`config.mk`:
```
export PLATFORM = sky130hd
export DESIGN_NAME = prg_loader_top
export DESIGN_NICKNAME = d
export VERILOG_FILES = /design/src/loader_pkg.sv /design/src/mem_req_if.sv /design/src/prg_stream_parser.sv /design/src/basic_ptr_patcher.sv /design/src/mem_slot_writer.sv /design/src/autotype_keyseq.sv /design/src/prg_loader_top.sv
export SDC_FILE = /design/constraint.sdc
export NUM_CORES = 1
export LEC_CHECK = 0
export BUFFER_PORTS_ARGS = -buffer_cell sky130_fd_sc_hd__buf_2
export CELL_PAD_IN_SITES_DETAIL_PLACEMENT = 1
export CELL_PAD_IN_SITES_GLOBAL_PLACEMENT = 2
export CORE_ASPECT_RATIO = 0.75
export CORE_MARGIN = 4
export CORE_UTILIZATION = 40
export CTS_CLUSTER_SIZE = 24
export DETAILED_ROUTE_END_ITERATION = 10
export PLACE_DENSITY_LB_ADDON = 0.1
export SETUP_SLACK_MARGIN = 0.3
export SLEW_MARGIN = 20
export SYNTH_ARGS = -nofsm -noshare
export SYNTH_HDL_FRONTEND = slang
export SYNTH_SLANG_ARGS = --single-unit
```
`constraint.sdc`:
```
create_clock -name clk_sys -period 4.5 [get_ports clk_sys]
set_input_delay 0.225 -clock clk_sys [delete_from_list [all_inputs] [get_ports clk_sys]]
set_output_delay 0.225 -clock clk_sys [all_outputs]
set_load 0.05 [all_outputs]
```
`src/loader_pkg.sv`:
```
/*
 * Shared definitions for the PRG injection path.
 * Holds the RAM byte types, the PS/2 key event layout, the zero page
 * BASIC pointer table patched after a load and the key sequence that
 * types RUN. Modules refer to these by scoped names.
 */
`default_nettype none

package loader_pkg;

	typedef logic [15:0] ram_addr_t;
	typedef logic [7:0]  ram_data_t;

	// Key event as delivered by the host, toggle flips on every new event
	typedef struct packed {
		logic       toggle;
		logic       pressed;
		logic       extended;
		logic [7:0] code;
	} ps2_key_t;

	// ==================================================================
	// BASIC pointer patch
	// ==================================================================

	typedef enum logic [2:0] {TXT_LO, TXT_HI, ZERO, END_LO, END_HI} ptr_kind_e;

	typedef struct packed {
		logic [7:0] zp_addr;
		ptr_kind_e  kind;
	} ptr_entry_t;

	localparam int PTR_TABLE_LEN = 12;

	// TXT, SAVE_START, then VAR, ARY, STR and LOAD_END at the end address
	localparam ptr_entry_t PTR_TABLE [PTR_TABLE_LEN] = '{
		'{8'h2B, TXT_LO}, '{8'h2C, TXT_HI},
		'{8'hAC, ZERO},   '{8'hAD, ZERO},
		'{8'h2D, END_LO}, '{8'h2E, END_HI},
		'{8'h2F, END_LO}, '{8'h30, END_HI},
		'{8'h31, END_LO}, '{8'h32, END_HI},
		'{8'hAE, END_LO}, '{8'hAF, END_HI}
	};

	localparam ram_addr_t TXT_START = 16'h0801;

	// ==================================================================
	// RUN key sequence
	// ==================================================================

	localparam logic [7:0] KEY_LSHIFT = 8'h12;
	localparam logic [7:0] KEY_HOME   = 8'h6C;
	localparam logic [7:0] KEY_R      = 8'h2D;
	localparam logic [7:0] KEY_U      = 8'h3C;
	localparam logic [7:0] KEY_N      = 8'h31;
	localparam logic [7:0] KEY_RETURN = 8'h5A;

	typedef struct packed {
		logic [7:0] code;
		logic       pressed;
		logic       extended;
	} key_seq_entry_t;

	localparam int KEY_SEQ_LEN = 12;

	// Shift+HOME clears the screen before RUN is typed
	localparam key_seq_entry_t KEY_SEQ [KEY_SEQ_LEN] = '{
		'{KEY_LSHIFT, 1'b1, 1'b0}, '{KEY_HOME, 1'b1, 1'b1},
		'{KEY_HOME, 1'b0, 1'b1},   '{KEY_LSHIFT, 1'b0, 1'b0},
		'{KEY_R, 1'b1, 1'b0},      '{KEY_R, 1'b0, 1'b0},
		'{KEY_U, 1'b1, 1'b0},      '{KEY_U, 1'b0, 1'b0},
		'{KEY_N, 1'b1, 1'b0},      '{KEY_N, 1'b0, 1'b0},
		'{KEY_RETURN, 1'b1, 1'b0}, '{KEY_RETURN, 1'b0, 1'b0}
	};

endpackage

`default_nettype wire

```
`src/mem_req_if.sv`:
```
/*
 * One RAM write request, valid/ready handshake.
 * A transfer happens in a cycle with valid and ready both high; the
 * producer keeps addr and data stable while it waits for ready.
 */
`default_nettype none

interface mem_req_if;

	logic                  valid;
	logic                  ready;
	loader_pkg::ram_addr_t addr;
	loader_pkg::ram_data_t data;

	modport producer (
		output valid,
		output addr,
		output data,
		input  ready
	);

	modport consumer (
		input  valid,
		input  addr,
		input  data,
		output ready
	);

endinterface

`default_nettype wire

```
`src/prg_stream_parser.sv`:
```
/*
 * PRG download parser.
 * Bytes 0 and 1 of the stream give the load address; each later byte
 * becomes one RAM write request at the next address. dl_wait_o holds
 * the host off while a request is pending. load_done_o pulses once the
 * download ends, load_end_o gives the first address past the data.
 */
`default_nettype none

module prg_stream_parser (
	input  wire logic                   clk_sys,
	input  wire logic                   reset_n,
	input  wire logic                   dl_active_i,
	input  wire logic                   dl_wr_i,
	input  wire loader_pkg::ram_addr_t  dl_addr_i,
	input  wire loader_pkg::ram_data_t  dl_data_i,
	output logic                        dl_wait_o,
	output loader_pkg::ram_addr_t       load_end_o,
	output logic                        load_done_o,
	mem_req_if.producer                 req
);

	loader_pkg::ram_addr_t wr_addr;
	loader_pkg::ram_addr_t end_addr;
	loader_pkg::ram_data_t data_q;
	logic                  valid_q;
	logic                  hdr_seen;
	logic                  active_q;
	logic                  is_header;

	assign is_header = (dl_addr_i < 16'd2);

	always_ff @(posedge clk_sys) begin
		if (!reset_n) begin
			valid_q     <= 1'b0;
			hdr_seen    <= 1'b0;
			active_q    <= 1'b0;
			load_done_o <= 1'b0;
		end else begin
			active_q    <= dl_active_i;
			load_done_o <= active_q && !dl_active_i && hdr_seen;
			if (req.valid && req.ready)
				valid_q <= 1'b0;
			if (dl_wr_i && !is_header)
				valid_q <= 1'b1;
			// A download without header never reports completion
			if (active_q && !dl_active_i)
				hdr_seen <= 1'b0;
			else if (dl_wr_i && is_header)
				hdr_seen <= 1'b1;
		end
	end

	always_ff @(posedge clk_sys) begin
		if (req.valid && req.ready)
			wr_addr <= wr_addr + 16'd1;
		if (dl_wr_i) begin
			if (dl_addr_i == 16'd0) begin
				wr_addr[7:0]  <= dl_data_i;
				end_addr[7:0] <= dl_data_i;
			end else if (dl_addr_i == 16'd1) begin
				wr_addr[15:8]  <= dl_data_i;
				end_addr[15:8] <= dl_data_i;
			end else begin
				data_q   <= dl_data_i;
				end_addr <= end_addr + 16'd1;
			end
		end
	end

	assign req.valid  = valid_q;
	assign req.addr   = wr_addr;
	assign req.data   = data_q;
	assign dl_wait_o  = valid_q;
	assign load_end_o = end_addr;

	// Host must not send a byte while the previous one is still pending
	assert property (@(posedge clk_sys) disable iff (!reset_n)
		dl_wr_i |-> !dl_wait_o);

endmodule

`default_nettype wire

```
`src/basic_ptr_patcher.sv`:
```
/*
 * BASIC pointer patch after a PRG load.
 * On load_done_i it writes the zero page pointer bytes from the package
 * table, one request each, so BASIC sees the state a LOAD would leave.
 * patch_done_o pulses the cycle after the last write is taken.
 */
`default_nettype none

module basic_ptr_patcher (
	input  wire logic                   clk_sys,
	input  wire logic                   reset_n,
	input  wire loader_pkg::ram_addr_t  load_end_i,
	input  wire logic                   load_done_i,
	output logic                        patch_done_o,
	mem_req_if.producer                 req
);

	typedef enum logic [1:0] {IDLE, WRITE, DONE} state_e;

	localparam logic [3:0] LAST_IDX = 4'(loader_pkg::PTR_TABLE_LEN - 1);

	state_e                 state;
	logic [3:0]             idx;
	loader_pkg::ram_addr_t  end_addr;
	loader_pkg::ptr_entry_t entry;
	loader_pkg::ram_data_t  ptr_byte;

	assign entry = loader_pkg::PTR_TABLE[idx];

	always_comb begin
		case (entry.kind)
			loader_pkg::TXT_LO: ptr_byte = loader_pkg::TXT_START[7:0];
			loader_pkg::TXT_HI: ptr_byte = loader_pkg::TXT_START[15:8];
			loader_pkg::END_LO: ptr_byte = end_addr[7:0];
			loader_pkg::END_HI: ptr_byte = end_addr[15:8];
			default:            ptr_byte = 8'h00;
		endcase
	end

	always_ff @(posedge clk_sys) begin
		if (!reset_n) begin
			state <= IDLE;
			idx   <= 4'd0;
		end else begin
			case (state)
				IDLE: begin
					if (load_done_i) begin
						state <= WRITE;
						idx   <= 4'd0;
					end
				end
				WRITE: begin
					if (req.ready) begin
						if (idx == LAST_IDX)
							state <= DONE;
						else
							idx <= idx + 4'd1;
					end
				end
				default: state <= IDLE;
			endcase
		end
	end

	// End address is latched only when a patch starts
	always_ff @(posedge clk_sys) begin
		if (state == IDLE && load_done_i)
			end_addr <= load_end_i;
	end

	assign req.valid    = (state == WRITE);
	assign req.addr     = {8'h00, entry.zp_addr};
	assign req.data     = ptr_byte;
	assign patch_done_o = (state == DONE);

endmodule

`default_nettype wire

```
`src/mem_slot_writer.sv`:
```
/*
 * RAM slot writer.
 * Takes one request at a time from the parser (first) or the pointer
 * patcher into a single entry buffer, and writes it to RAM during the
 * next slot the CPU leaves open, marked by the fall of io_cycle_i.
 */
`default_nettype none

module mem_slot_writer (
	input  wire logic             clk_sys,
	input  wire logic             reset_n,
	input  wire logic             io_cycle_i,
	mem_req_if.consumer           prg_req,
	mem_req_if.consumer           ptr_req,
	output logic                  mem_we_o,
	output loader_pkg::ram_addr_t mem_addr_o,
	output loader_pkg::ram_data_t mem_data_o
);

	logic                  full;
	logic                  io_q;
	logic                  we_q;
	logic                  slot_open;
	loader_pkg::ram_addr_t buf_addr;
	loader_pkg::ram_data_t buf_data;

	// CPU has just released the bus
	assign slot_open = io_q && !io_cycle_i;

	// Parser has fixed priority over the patcher
	assign prg_req.ready = !full;
	assign ptr_req.ready = !full && !prg_req.valid;

	always_ff @(posedge clk_sys) begin
		if (!reset_n) begin
			full <= 1'b0;
			io_q <= 1'b0;
			we_q <= 1'b0;
		end else begin
			io_q <= io_cycle_i;
			we_q <= slot_open && full;
			if (slot_open && full)
				full <= 1'b0;
			else if (!full && (prg_req.valid || ptr_req.valid))
				full <= 1'b1;
		end
	end

	always_ff @(posedge clk_sys) begin
		if (!full) begin
			if (prg_req.valid) begin
				buf_addr <= prg_req.addr;
				buf_data <= prg_req.data;
			end else if (ptr_req.valid) begin
				buf_addr <= ptr_req.addr;
				buf_data <= ptr_req.data;
			end
		end
	end

	// Buffer may refill during the write cycle; outputs still show the old entry
	assign mem_we_o   = we_q;
	assign mem_addr_o = buf_addr;
	assign mem_data_o = buf_data;

	// Writes only while the CPU stays off the bus
	assert property (@(posedge clk_sys) disable iff (!reset_n)
		mem_we_o |-> !io_cycle_i);

endmodule

`default_nettype wire

```
`src/autotype_keyseq.sv`:
```
/*
 * Keyboard stream mux with RUN autotype.
 * Live key events pass through unchanged. After patch_done_i the key
 * sequence from the package is played instead, each event held for
 * KEY_HOLD_CYCLES cycles, then passthrough resumes.
 */
`default_nettype none

module autotype_keyseq #(
	parameter logic [19:0] KEY_HOLD_CYCLES = 20'd640000
) (
	input  wire logic                  clk_sys,
	input  wire logic                  reset_n,
	input  wire logic                  patch_done_i,
	input  wire loader_pkg::ps2_key_t  ps2_key_i,
	output loader_pkg::ps2_key_t       ps2_key_o
);

	typedef enum logic {PASS, PLAY} state_e;

	localparam logic [3:0] SEQ_LAST = 4'(loader_pkg::KEY_SEQ_LEN - 1);

	state_e                     state;
	logic [3:0]                 seq_idx;
	logic [3:0]                 seq_next;
	logic [19:0]                hold_cnt;
	logic                       hold_done;
	logic                       load_key;
	loader_pkg::ps2_key_t       key_q;
	loader_pkg::key_seq_entry_t next_entry;

	// Index rests on the last entry in PASS, so the next one wraps to 0
	assign seq_next   = (seq_idx == SEQ_LAST) ? 4'd0 : seq_idx + 4'd1;
	assign next_entry = loader_pkg::KEY_SEQ[seq_next];
	assign hold_done  = (hold_cnt == KEY_HOLD_CYCLES - 20'd1);
	assign load_key   = (state == PASS && patch_done_i) ||
	                    (state == PLAY && hold_done && seq_idx != SEQ_LAST);

	always_ff @(posedge clk_sys) begin
		if (!reset_n) begin
			state    <= PASS;
			seq_idx  <= SEQ_LAST;
			hold_cnt <= 20'd0;
		end else begin
			case (state)
				PASS: begin
					if (patch_done_i) begin
						state    <= PLAY;
						seq_idx  <= seq_next;
						hold_cnt <= 20'd0;
					end
				end
				default: begin
					if (hold_done) begin
						hold_cnt <= 20'd0;
						if (seq_idx == SEQ_LAST)
							state <= PASS;
						else
							seq_idx <= seq_next;
					end else begin
						hold_cnt <= hold_cnt + 20'd1;
					end
				end
			endcase
		end
	end

	// Flip toggle against what the receiver saw last
	always_ff @(posedge clk_sys) begin
		if (load_key) begin
			key_q.toggle   <= ~ps2_key_o.toggle;
			key_q.pressed  <= next_entry.pressed;
			key_q.extended <= next_entry.extended;
			key_q.code     <= next_entry.code;
		end
	end

	assign ps2_key_o = (state == PLAY) ? key_q : ps2_key_i;

endmodule

`default_nettype wire

```
`src/prg_loader_top.sv`:
```
/*
 * PRG injection path, top level.
 * Wires the download parser, the BASIC pointer patcher, the RAM slot
 * writer and the RUN autotype. KEY_HOLD_CYCLES sets how long each
 * typed key event is held.
 */
`default_nettype none

module prg_loader_top #(
	parameter logic [19:0] KEY_HOLD_CYCLES = 20'd640000
) (
	input  wire logic                   clk_sys,
	input  wire logic                   reset_n,
	// Download side
	input  wire logic                   dl_active_i,
	input  wire logic                   dl_wr_i,
	input  wire loader_pkg::ram_addr_t  dl_addr_i,
	input  wire loader_pkg::ram_data_t  dl_data_i,
	output logic                        dl_wait_o,
	// Memory side
	input  wire logic                   io_cycle_i,
	output logic                        mem_we_o,
	output loader_pkg::ram_addr_t       mem_addr_o,
	output loader_pkg::ram_data_t       mem_data_o,
	// Keyboard
	input  wire loader_pkg::ps2_key_t   ps2_key_i,
	output loader_pkg::ps2_key_t        ps2_key_o
);

	loader_pkg::ram_addr_t load_end;
	logic                  load_done;
	logic                  patch_done;

	mem_req_if parse_req ();
	mem_req_if patch_req ();

	prg_stream_parser prg_stream_parser_i (
		.clk_sys     (clk_sys),
		.reset_n     (reset_n),
		.dl_active_i (dl_active_i),
		.dl_wr_i     (dl_wr_i),
		.dl_addr_i   (dl_addr_i),
		.dl_data_i   (dl_data_i),
		.dl_wait_o   (dl_wait_o),
		.load_end_o  (load_end),
		.load_done_o (load_done),
		.req         (parse_req.producer)
	);

	basic_ptr_patcher basic_ptr_patcher_i (
		.clk_sys      (clk_sys),
		.reset_n      (reset_n),
		.load_end_i   (load_end),
		.load_done_i  (load_done),
		.patch_done_o (patch_done),
		.req          (patch_req.producer)
	);

	mem_slot_writer mem_slot_writer_i (
		.clk_sys    (clk_sys),
		.reset_n    (reset_n),
		.io_cycle_i (io_cycle_i),
		.prg_req    (parse_req.consumer),
		.ptr_req    (patch_req.consumer),
		.mem_we_o   (mem_we_o),
		.mem_addr_o (mem_addr_o),
		.mem_data_o (mem_data_o)
	);

	autotype_keyseq #(
		.KEY_HOLD_CYCLES (KEY_HOLD_CYCLES)
	) autotype_keyseq_i (
		.clk_sys      (clk_sys),
		.reset_n      (reset_n),
		.patch_done_i (patch_done),
		.ps2_key_i    (ps2_key_i),
		.ps2_key_o    (ps2_key_o)
	);

endmodule

`default_nettype wire

```
[After elaboration in Yosys (flattened, before gate mapping)]
Memories as Yosys holds them, arrays and structs flattened. A register that Yosys moved wholly into a read port is not among the register bits.
Index checks and enable logic that the tools add are counted.
Cells by class
  $add $sub $neg: 5
  $lt $le $gt $ge: 2
  equality and inequality tests: 17
  mux-type cells: 38
  bitwise logic cells: 8
  reductions and logical operators: 36
Operator list (number)
  2-to-1 mux 16 bit: 4
  2-to-1 mux 8 bit: 8
  2-to-1 mux 20 bit: 3
  2-to-1 mux 11 bit: 3
  adder 16 x 1 -> 16 bit (second input constant): 2
  2-to-1 mux 4 bit: 8
  one-hot mux 8 bit (4 select lines): 1
  adder 20 x 1 -> 20 bit (second input constant): 1
  == test 20 bit (second input constant): 1
  == test 16 x 1 -> 1 bit (second input constant): 1
  zero test 16 bit: 1
  < comparator 16 x 2 -> 1 bit (second input constant): 1
  logical AND 1 bit: 13
  inequality test 2 bit (second input constant): 6
  inverter 4 -> 5 bit: 2
  AND reduction 3 bit: 3
  adder 4 x 1 -> 4 bit (second input constant): 2
  == test 4 bit (second input constant): 2
  one-hot mux 4 bit (2 select lines): 1
  nonzero test 2 bit: 4
  2-to-1 mux 1 bit: 6
  2-to-1 mux 2 bit: 3
  inverter 1 bit: 6
  AND reduction 2 bit: 3
  other kinds (15): 21
Word-level totals
  flip-flop bits (word level): 119
  ROM bits: 336
  output and inout bits: 37
  word-level logic and storage cells: 128
  memories: 2
Memory list
  (name not given): depth 16, width 11, read ports 1, clocked after Yosys merged registers in 0, wr ports 0, line basic_ptr_patcher.sv:28  | assign entry = loader_pkg::PTR_TABLE[idx];
  (name not given): depth 16, width 10, read ports 1, clocked after Yosys merged registers in 1, wr ports 0, line autotype_keyseq.sv:34  | assign next_entry = loader_pkg::KEY_SEQ[seq_next];

[Longest topological paths before layout]
  depth after elaboration: 8
  mapped depth: 8
  gate-level depth less buffers: 7

[Hierarchy]
From an unflattened synthesis, not the netlist that was laid out.
Unflattened totals
  cells, all modules: 642
  area total of the unflattened synthesis: 6516.2 sq um
By module, submodules not included
  prg_stream_parser: times used 1, cells each 222, area an instance 2148.3 sq um, sequential area each 1121.1 sq um
  autotype_keyseq: times used 1, cells each 257, area an instance 2079.5 sq um, sequential area each 800.8 sq um
  basic_ptr_patcher: times used 1, cells each 101, area an instance 1151.1 sq um, sequential area each 600.6 sq um
  mem_slot_writer: times used 1, cells each 62, area an instance 1137.3 sq um, sequential area each 780.7 sq um

[Least setup slack after synthesis]
OpenSTA, ideal clock, no wires.
  path type: reg2reg
  from: register prg_stream_parser_i.valid_q (netlist: prg_stream_parser_i.dl_wait_o)
  to: register mem_slot_writer_i.buf_addr[0] (netlist: mem_slot_writer_i.mem_addr_o[0]) (enable)
  library setup time: 0.405 ns
  arrival time: 2.289 ns
  required time: 4.095 ns
  slack: 1.806 ns
  stages on the path, launching flop included: 5
  path buffers: 2
  period minus slack after synthesis: 2.694 ns
  cell sequence: dfxtp_1 clkbuf_1 clkbuf_1 nor2_1 nor2_1
Between the ends
  longest elaborated chain between the ends: 2
RTL lines
  start, declared: line prg_stream_parser.sv:26  | logic valid_q;
  start signal, assigned: line prg_stream_parser.sv:35  | valid_q <= 1'b0;
  start signal, assigned: line prg_stream_parser.sv:43  | valid_q <= 1'b0;
  start signal, assigned: line prg_stream_parser.sv:45  | valid_q <= 1'b1;
  nonzero test 2 bit (no line)
  AND reduction 2 bit (no line)
  end signal, assigned: line mem_slot_writer.sv:52  | buf_addr <= prg_req.addr;
  end signal, assigned: line mem_slot_writer.sv:55  | buf_addr <= ptr_req.addr;
  end, declared: line mem_slot_writer.sv:24  | loader_pkg::ram_addr_t buf_addr;
No other way between the ends.
A chain may end at the register's enable or synchronous reset.

[Worst setup path in the final report]
  from: register autotype_keyseq_i.seq_idx[0]
  to: register autotype_keyseq_i.seq_idx[3]
Between the ends
  longest elaborated chain between the ends: 5
  elaborated cells between the ends (all ways): 9
RTL lines
  start, declared: line autotype_keyseq.sv:24  | logic [3:0] seq_idx;
  start signal, assigned: line autotype_keyseq.sv:49  | seq_idx <= seq_next;
  start signal, assigned: line autotype_keyseq.sv:59  | seq_idx <= seq_next;
  adder 4 x 1 -> 4 bit / == test 4 bit (equally long branches): line autotype_keyseq.sv:33, autotype_keyseq.sv:56
  2-to-1 mux 4 bit: line autotype_keyseq.sv:33  | assign seq_next = (seq_idx == SEQ_LAST) ? 4'd0 : seq_idx + 4'd1;
  2-to-1 mux 4 bit: line autotype_keyseq.sv:56  | if (seq_idx == SEQ_LAST)
  2-to-1 mux 4 bit: line autotype_keyseq.sv:54  | if (hold_done) begin
  2-to-1 mux 4 bit: line autotype_keyseq.sv:45  | case (state)
Several ways; a longest one is shown, not always the timed one. The select of a mux whose other input is x is not followed.

==> impl_results.html <==
<table>
<tr><th>Metric</th><th>Value</th></tr>
<tr><th colspan="2">Timing</th></tr>
<tr><td>Final Setup Violations</td><td>0</td></tr>
<tr><td>Share of the clock period used by the worst path after layout</td><td>52.41%</td></tr>
<tr><td>Worst-Margin Slew</td><td>1.033 ns</td></tr>
<tr><td>Post-Route Skew</td><td>a little over 0.008 ns</td></tr>
<tr><td>Worst slew margin</td><td>a little under a third</td></tr>
<tr><td>Peak Freq</td><td>around 420 MHz</td></tr>
<tr><td>Final-layout setup total negative slack</td><td>0 ns</td></tr>
<tr><td>Setup repair after global routing missed its margin</td><td>no</td></tr>
<tr><td>Final Slew Violations</td><td>0</td></tr>
<tr><td>Smallest hold slack</td><td>between 0.02 and 0.025 ns</td></tr>
<tr><td>Final critical-path required period</td><td>between 2 and 2.5 ns</td></tr>
<tr><td>Number of failing hold endpoints at the final stage</td><td>0</td></tr>
<tr><td>Worst Setup Slack, final</td><td>around 2.1 ns</td></tr>
<tr><th colspan="2">Worst setup path</th></tr>
<tr><td>Endpoint required time on the critical path</td><td>just under 5 ns</td></tr>
<tr><td>Standard cell with the maximum stage delay on the critical path</td><td>sky130_fd_sc_hd__dfxtp_1</td></tr>
<tr><td>Element type at the critical path end</td><td>flop</td></tr>
<tr><td>Critical path peak fanout</td><td>14</td></tr>
<tr><td>Maximum cell stage delay along the critical path</td><td>around 0.61 ns</td></tr>
<tr><td>Startpoint kind of the worst setup timing path</td><td>flop</td></tr>
<tr><td>Cells traversed along the worst timing path</td><td>ha_1, and3_1, nor4_4, or2_2, a41oi_1</td></tr>
<tr><td>CP Buf/Inv Count</td><td>0</td></tr>
<tr><td>CP arrival</td><td>about 2.7 ns</td></tr>
<tr><td>Largest delay contributor family on the critical path</td><td>simple AND/OR/NAND/NOR gates</td></tr>
<tr><td>Type of the worst setup path</td><td>reg -&gt; reg</td></tr>
<tr><th colspan="2">Layout</th></tr>
<tr><td>Fraction of final layout cells with drive strength greater than 1</td><td>about a fifth</td></tr>
<tr><td>NumNets Final</td><td>752</td></tr>
<tr><td>Final standard cell area without fillers</td><td>between 7000 and 8000 sq um</td></tr>
<tr><td>Most common cell after layout, fill and taps aside</td><td>sky130_fd_sc_hd__buf_2</td></tr>
<tr><td>Fillers</td><td>roughly 1.7k</td></tr>
<tr><td>Final core occ</td><td>48.99%</td></tr>
<tr><td>Commonest cells after routing, fill and taps aside</td><td>sky130_fd_sc_hd__buf_2, sky130_fd_sc_hd__edfxtp_1, sky130_fd_sc_hd__nand2_1</td></tr>
<tr><td>Area growth, synth to finish</td><td>18.65%</td></tr>
<tr><td>Ant diodes</td><td>0</td></tr>
<tr><th colspan="2">Synth</th></tr>
<tr><td>Async set-or-reset flop fraction in the synthesized netlist</td><td>0%</td></tr>
<tr><td>Post-synth EDFFs</td><td>between 70 and 80</td></tr>
<tr><td>Synthesized instance count</td><td>632</td></tr>
<tr><td>Synthesized area per cell</td><td>between 10 and 15 sq um</td></tr>
<tr><td>Distinct cell type count of the synthesized netlist</td><td>slightly below 70</td></tr>
<tr><td>Share of the yosys chip area belonging to registers</td><td>51.89%</td></tr>
<tr><td>Mapped Nets</td><td>just under 700</td></tr>
<tr><td>Main flop type after synthesis</td><td>sky130_fd_sc_hd__edfxtp_1</td></tr>
<tr><td>Warning count from the yosys run</td><td>0</td></tr>
<tr><td>Fraction of synthesized cell area in xor and xnor cells</td><td>4.540%</td></tr>
<tr><td>Simple-gate share of the synthesized area</td><td>between 20% and 30%</td></tr>
<tr><td>Synthesized area</td><td>roughly 6400 sq um</td></tr>
<tr><td>Mux contribution to synthesized area</td><td>between 3 and 4%</td></tr>
<tr><td>Combinational family with the most area after synthesis</td><td>simple AND/OR/NAND/NOR gates</td></tr>
<tr><td>Compound-gate portion of the synthesized area</td><td>between 10% and 20%</td></tr>
<tr><td>Area share of fa/ha/maj cells after synthesis</td><td>under 10%</td></tr>
<tr><td>Yosys reg bits</td><td>about 130</td></tr>
<tr><th colspan="2">Global routing</th></tr>
<tr><td>Total gr overflow</td><td>0</td></tr>
<tr><td>Initial antenna violation count</td><td>0</td></tr>
<tr><td>Maximum number of pins on one net before global-route repair</td><td>35</td></tr>
<tr><td>Via count of the first global-routing pass</td><td>5153</td></tr>
<tr><td>First-pass GRT wire length</td><td>approximately 28000 um</td></tr>
<tr><td>Total GRT Usage</td><td>19.69%</td></tr>
<tr><th colspan="2">Detailed routing</th></tr>
<tr><td>DRT Pass-1 Iters</td><td>4</td></tr>
<tr><td>Routed wire length per instance</td><td>between 15 and 20 um</td></tr>
<tr><td>DRC marker count from the first detailed-route iteration</td><td>between 200 and 250</td></tr>
<tr><td>DRT antenna net count</td><td>0</td></tr>
<tr><td>DRC Markers</td><td>0</td></tr>
<tr><td>Aggregate routed wire length</td><td>17170 um</td></tr>
<tr><td>Vias/cell</td><td>around 5.5</td></tr>
<tr><td>Via count</td><td>around 5.0k</td></tr>
<tr><th colspan="2">Pwr</th></tr>
<tr><td>Sequential share of power</td><td>~44%</td></tr>
<tr><td>Sw Ratio</td><td>26.20%</td></tr>
<tr><td>Clock network fraction of total power</td><td>45.0%</td></tr>
<tr><td>Combinational fraction of design power</td><td>between 10 and 15%</td></tr>
<tr><td>Net load switching power</td><td>roughly 0.0009 W</td></tr>
<tr><td>Leakage</td><td>2.829 nW</td></tr>
<tr><td>Peak supply drop</td><td>between 0.3 and 0.4 mV</td></tr>
<tr><td>Internal Pwr Total</td><td>between 0.002 and 0.0025 W</td></tr>
<tr><td>Power Dens Cells</td><td>around 440 nW/um^2</td></tr>
<tr><th colspan="2">CTS</th></tr>
<tr><td>CTS tree</td><td>yes</td></tr>
<tr><td>Buffer depth of the longest clock path</td><td>2</td></tr>
<tr><td># Post-CTS Setup Buffers</td><td>0</td></tr>
<tr><td>Clock Tree Root</td><td>sky130_fd_sc_hd__clkbuf_16</td></tr>
<tr><td>Quantity of hold-fixing buffers added after cts</td><td>1</td></tr>
<tr><td>Number of instances resized during post-cts repair</td><td>0</td></tr>
<tr><td>CTS clk-pin slew, worst paths</td><td>0.06 ns</td></tr>
<tr><td>Level count of the clock H-tree</td><td>4</td></tr>
<tr><td>Number of buffers inserted during clock tree synthesis</td><td>17</td></tr>
<tr><td>Total number of clock tree sinks</td><td>128</td></tr>
<tr><td>Insertion delay of the later-clocked pin in the worst-skew pair</td><td>approximately 0.42 ns</td></tr>
<tr><th colspan="2">Floorplanning</th></tr>
<tr><td>Floorplan Core Area</td><td>between 15000 and 20000 sq um</td></tr>
<tr><td>Die Span Y</td><td>117.3 um</td></tr>
<tr><td>Initial cell density of the core</td><td>41.29%</td></tr>
<tr><td>I/O pin count</td><td>77</td></tr>
<tr><td>Standard-cell rows</td><td>39</td></tr>
<tr><td>Die Outline Area</td><td>approximately 18000 sq um</td></tr>
<tr><td>Floorplan die width</td><td>about 150 um</td></tr>
<tr><th colspan="2">Placement</th></tr>
<tr><td>Pre-CTS setup slack</td><td>2.179 ns</td></tr>
<tr><td>Number of port buffers</td><td>between 70 and 80</td></tr>
<tr><td>Final weighted congestion in routability-driven placement</td><td>a little over 0.8</td></tr>
<tr><td>Placed standard-cell area</td><td>just under 7000 sq um</td></tr>
<tr><td>Post-DP HPWL</td><td>about 12000 um</td></tr>
<tr><th colspan="2">Run</th></tr>
<tr><td>Reported max-cap violation count</td><td>0</td></tr>
<tr><th colspan="2">Status</th></tr>
<tr><td>Result of the run</td><td>finished clean</td></tr>
<tr><th colspan="2">Worst hold path</th></tr>
<tr><td>Worst min path class</td><td>in -&gt; reg</td></tr>
</table>
path summary, 6_finish.rpt:
kind	cells past startpoint	slack, ns	startpoint	to
min	2	0.02	io_cycle_i	mem_slot_writer_i.io_q$_SDFF_PN0_
max	5	2.14	autotype_keyseq_i.seq_idx[0]$_SDFFE_PN1P_	autotype_keyseq_i.seq_idx[3]$_SDFFE_PN1P_
min reg2reg	2	0.47	prg_stream_parser_i.active_q$_SDFF_PN0_	prg_stream_parser_i.load_done_o$_SDFF_PN0_
max reg2reg	5	2.14	autotype_keyseq_i.seq_idx[0]$_SDFFE_PN1P_	autotype_keyseq_i.seq_idx[3]$_SDFFE_PN1P_
stage by stage:
step                      total power, W  instances
after floorplan                 0.001730        632
after global placement          0.001844        887
after detailed placement        0.001866        887
after CTS                       0.003390        920
after global routing            0.003509        920
final                           0.003356        920
synth_stat cells (3+ instances only):
library cell	instances	area (sq um)
sky130_fd_sc_hd__edfxtp_1	74	2222
sky130_fd_sc_hd__nand2_1	72	270.3
sky130_fd_sc_hd__dfxtp_1	54	1081
sky130_fd_sc_hd__nor2_1	53	198.9
sky130_fd_sc_hd__o21ai_0	46	230.2
sky130_fd_sc_hd__a21oi_1	38	190.2
sky130_fd_sc_hd__nand3_1	31	155.2
sky130_fd_sc_hd__clkbuf_1	20	75.07
sky130_fd_sc_hd__inv_1	18	67.56
sky130_fd_sc_hd__nand4_1	18	112.6
sky130_fd_sc_hd__xor2_1	18	157.7
sky130_fd_sc_hd__xnor2_1	15	131.4
sky130_fd_sc_hd__and3_1	13	81.33
sky130_fd_sc_hd__mux2_2	13	146.4
sky130_fd_sc_hd__and2_1	10	62.56
sky130_fd_sc_hd__ha_1	10	125.1
sky130_fd_sc_hd__nor3_1	9	45.04
sky130_fd_sc_hd__mux2i_1	8	80.08
sky130_fd_sc_hd__nor4_1	8	50.05
sky130_fd_sc_hd__a22oi_1	7	52.55
sky130_fd_sc_hd__nand2b_1	7	43.79
sky130_fd_sc_hd__nand3b_1	5	37.54
sky130_fd_sc_hd__o211ai_1	5	37.54
sky130_fd_sc_hd__or3_1	5	31.28
sky130_fd_sc_hd__and4_1	4	35.03
sky130_fd_sc_hd__nor2b_1	4	25.02
sky130_fd_sc_hd__a21o_1	3	22.52
sky130_fd_sc_hd__a31oi_1	3	18.77
sky130_fd_sc_hd__and4b_1	3	30.03
sky130_fd_sc_hd__buf_1	3	11.26
sky130_fd_sc_hd__buf_4	3	22.52
sky130_fd_sc_hd__nand4b_1	3	26.28
sky130_fd_sc_hd__nor3b_1	3	22.52
sky130_fd_sc_hd__o311ai_0	3	26.28
power by group through the flow:
stage               registers [W]  clock network (W)  logic, W
CTS                       0.00147            0.00154  0.000381
global placement          0.00149                  0  0.000356
detailed placement        0.00149                  0  0.000372
finish                    0.00147            0.00151  0.000374
floorplan                 0.00151                  0  0.000223
global route              0.00149            0.00160  0.000420
registers in the layout (all words and copies together), names as in the netlist, 2 cells and up:
signal	cells
basic_ptr_patcher_i.end_addr	16
autotype_keyseq_i.seq_idx	4
autotype_keyseq_i.key_q	10
prg_stream_parser_i.load_end_o	16
prg_stream_parser_i.req.addr	16
basic_ptr_patcher_i.idx	4
autotype_keyseq_i.hold_cnt	20
mem_slot_writer_i.mem_data_o	8
basic_ptr_patcher_i.state	2
mem_slot_writer_i.mem_addr_o	16
prg_stream_parser_i.req.data	8
area by class of cell:
class | count | area [sq um] | share of cell area (%)
clock buffers | 17 | 425.4 | 5.632
clock inverters | 15 | 216.5 | 2.866
inverters | 18 | 67.56 | 0.8945
multi-input cells | 455 | 2856 | 37.82
flip-flops and latches | 128 | 3303 | 43.73
well taps | 205 | 256.5 | 3.396
repair buffers | 82 | 427.9 | 5.665
worst reg2reg max path, stage by stage, from the launching register on:
cell	delay, ns
sky130_fd_sc_hd__dfxtp_1	0.61
sky130_fd_sc_hd__ha_1	0.54
sky130_fd_sc_hd__and3_1	0.33
sky130_fd_sc_hd__nor4_4	0.10
sky130_fd_sc_hd__or2_2	0.46
sky130_fd_sc_hd__a41oi_1	0.25
cell families after synthesis:
logic type,after synthesis
compound gates,128
xor+xnor,33
fa+ha+maj,10
buf+inv,49
flops,128
mux,21
simple gates,263
routing by layer:
metal / share of wire [%] / routed length, um / up-vias / track usage, %
li1: - / - / 2469 / -
met1: 51 / 8745 / 2446 / 28.74
met2: 43 / 7399 / 103 / 29.52
met3: 5.1 / 868 / 16 / 4.998
met4: 0.93 / 159 / 0 / 4.765
met5: 0 / 0 / - / 0
(Power assumes the default switching activity.)
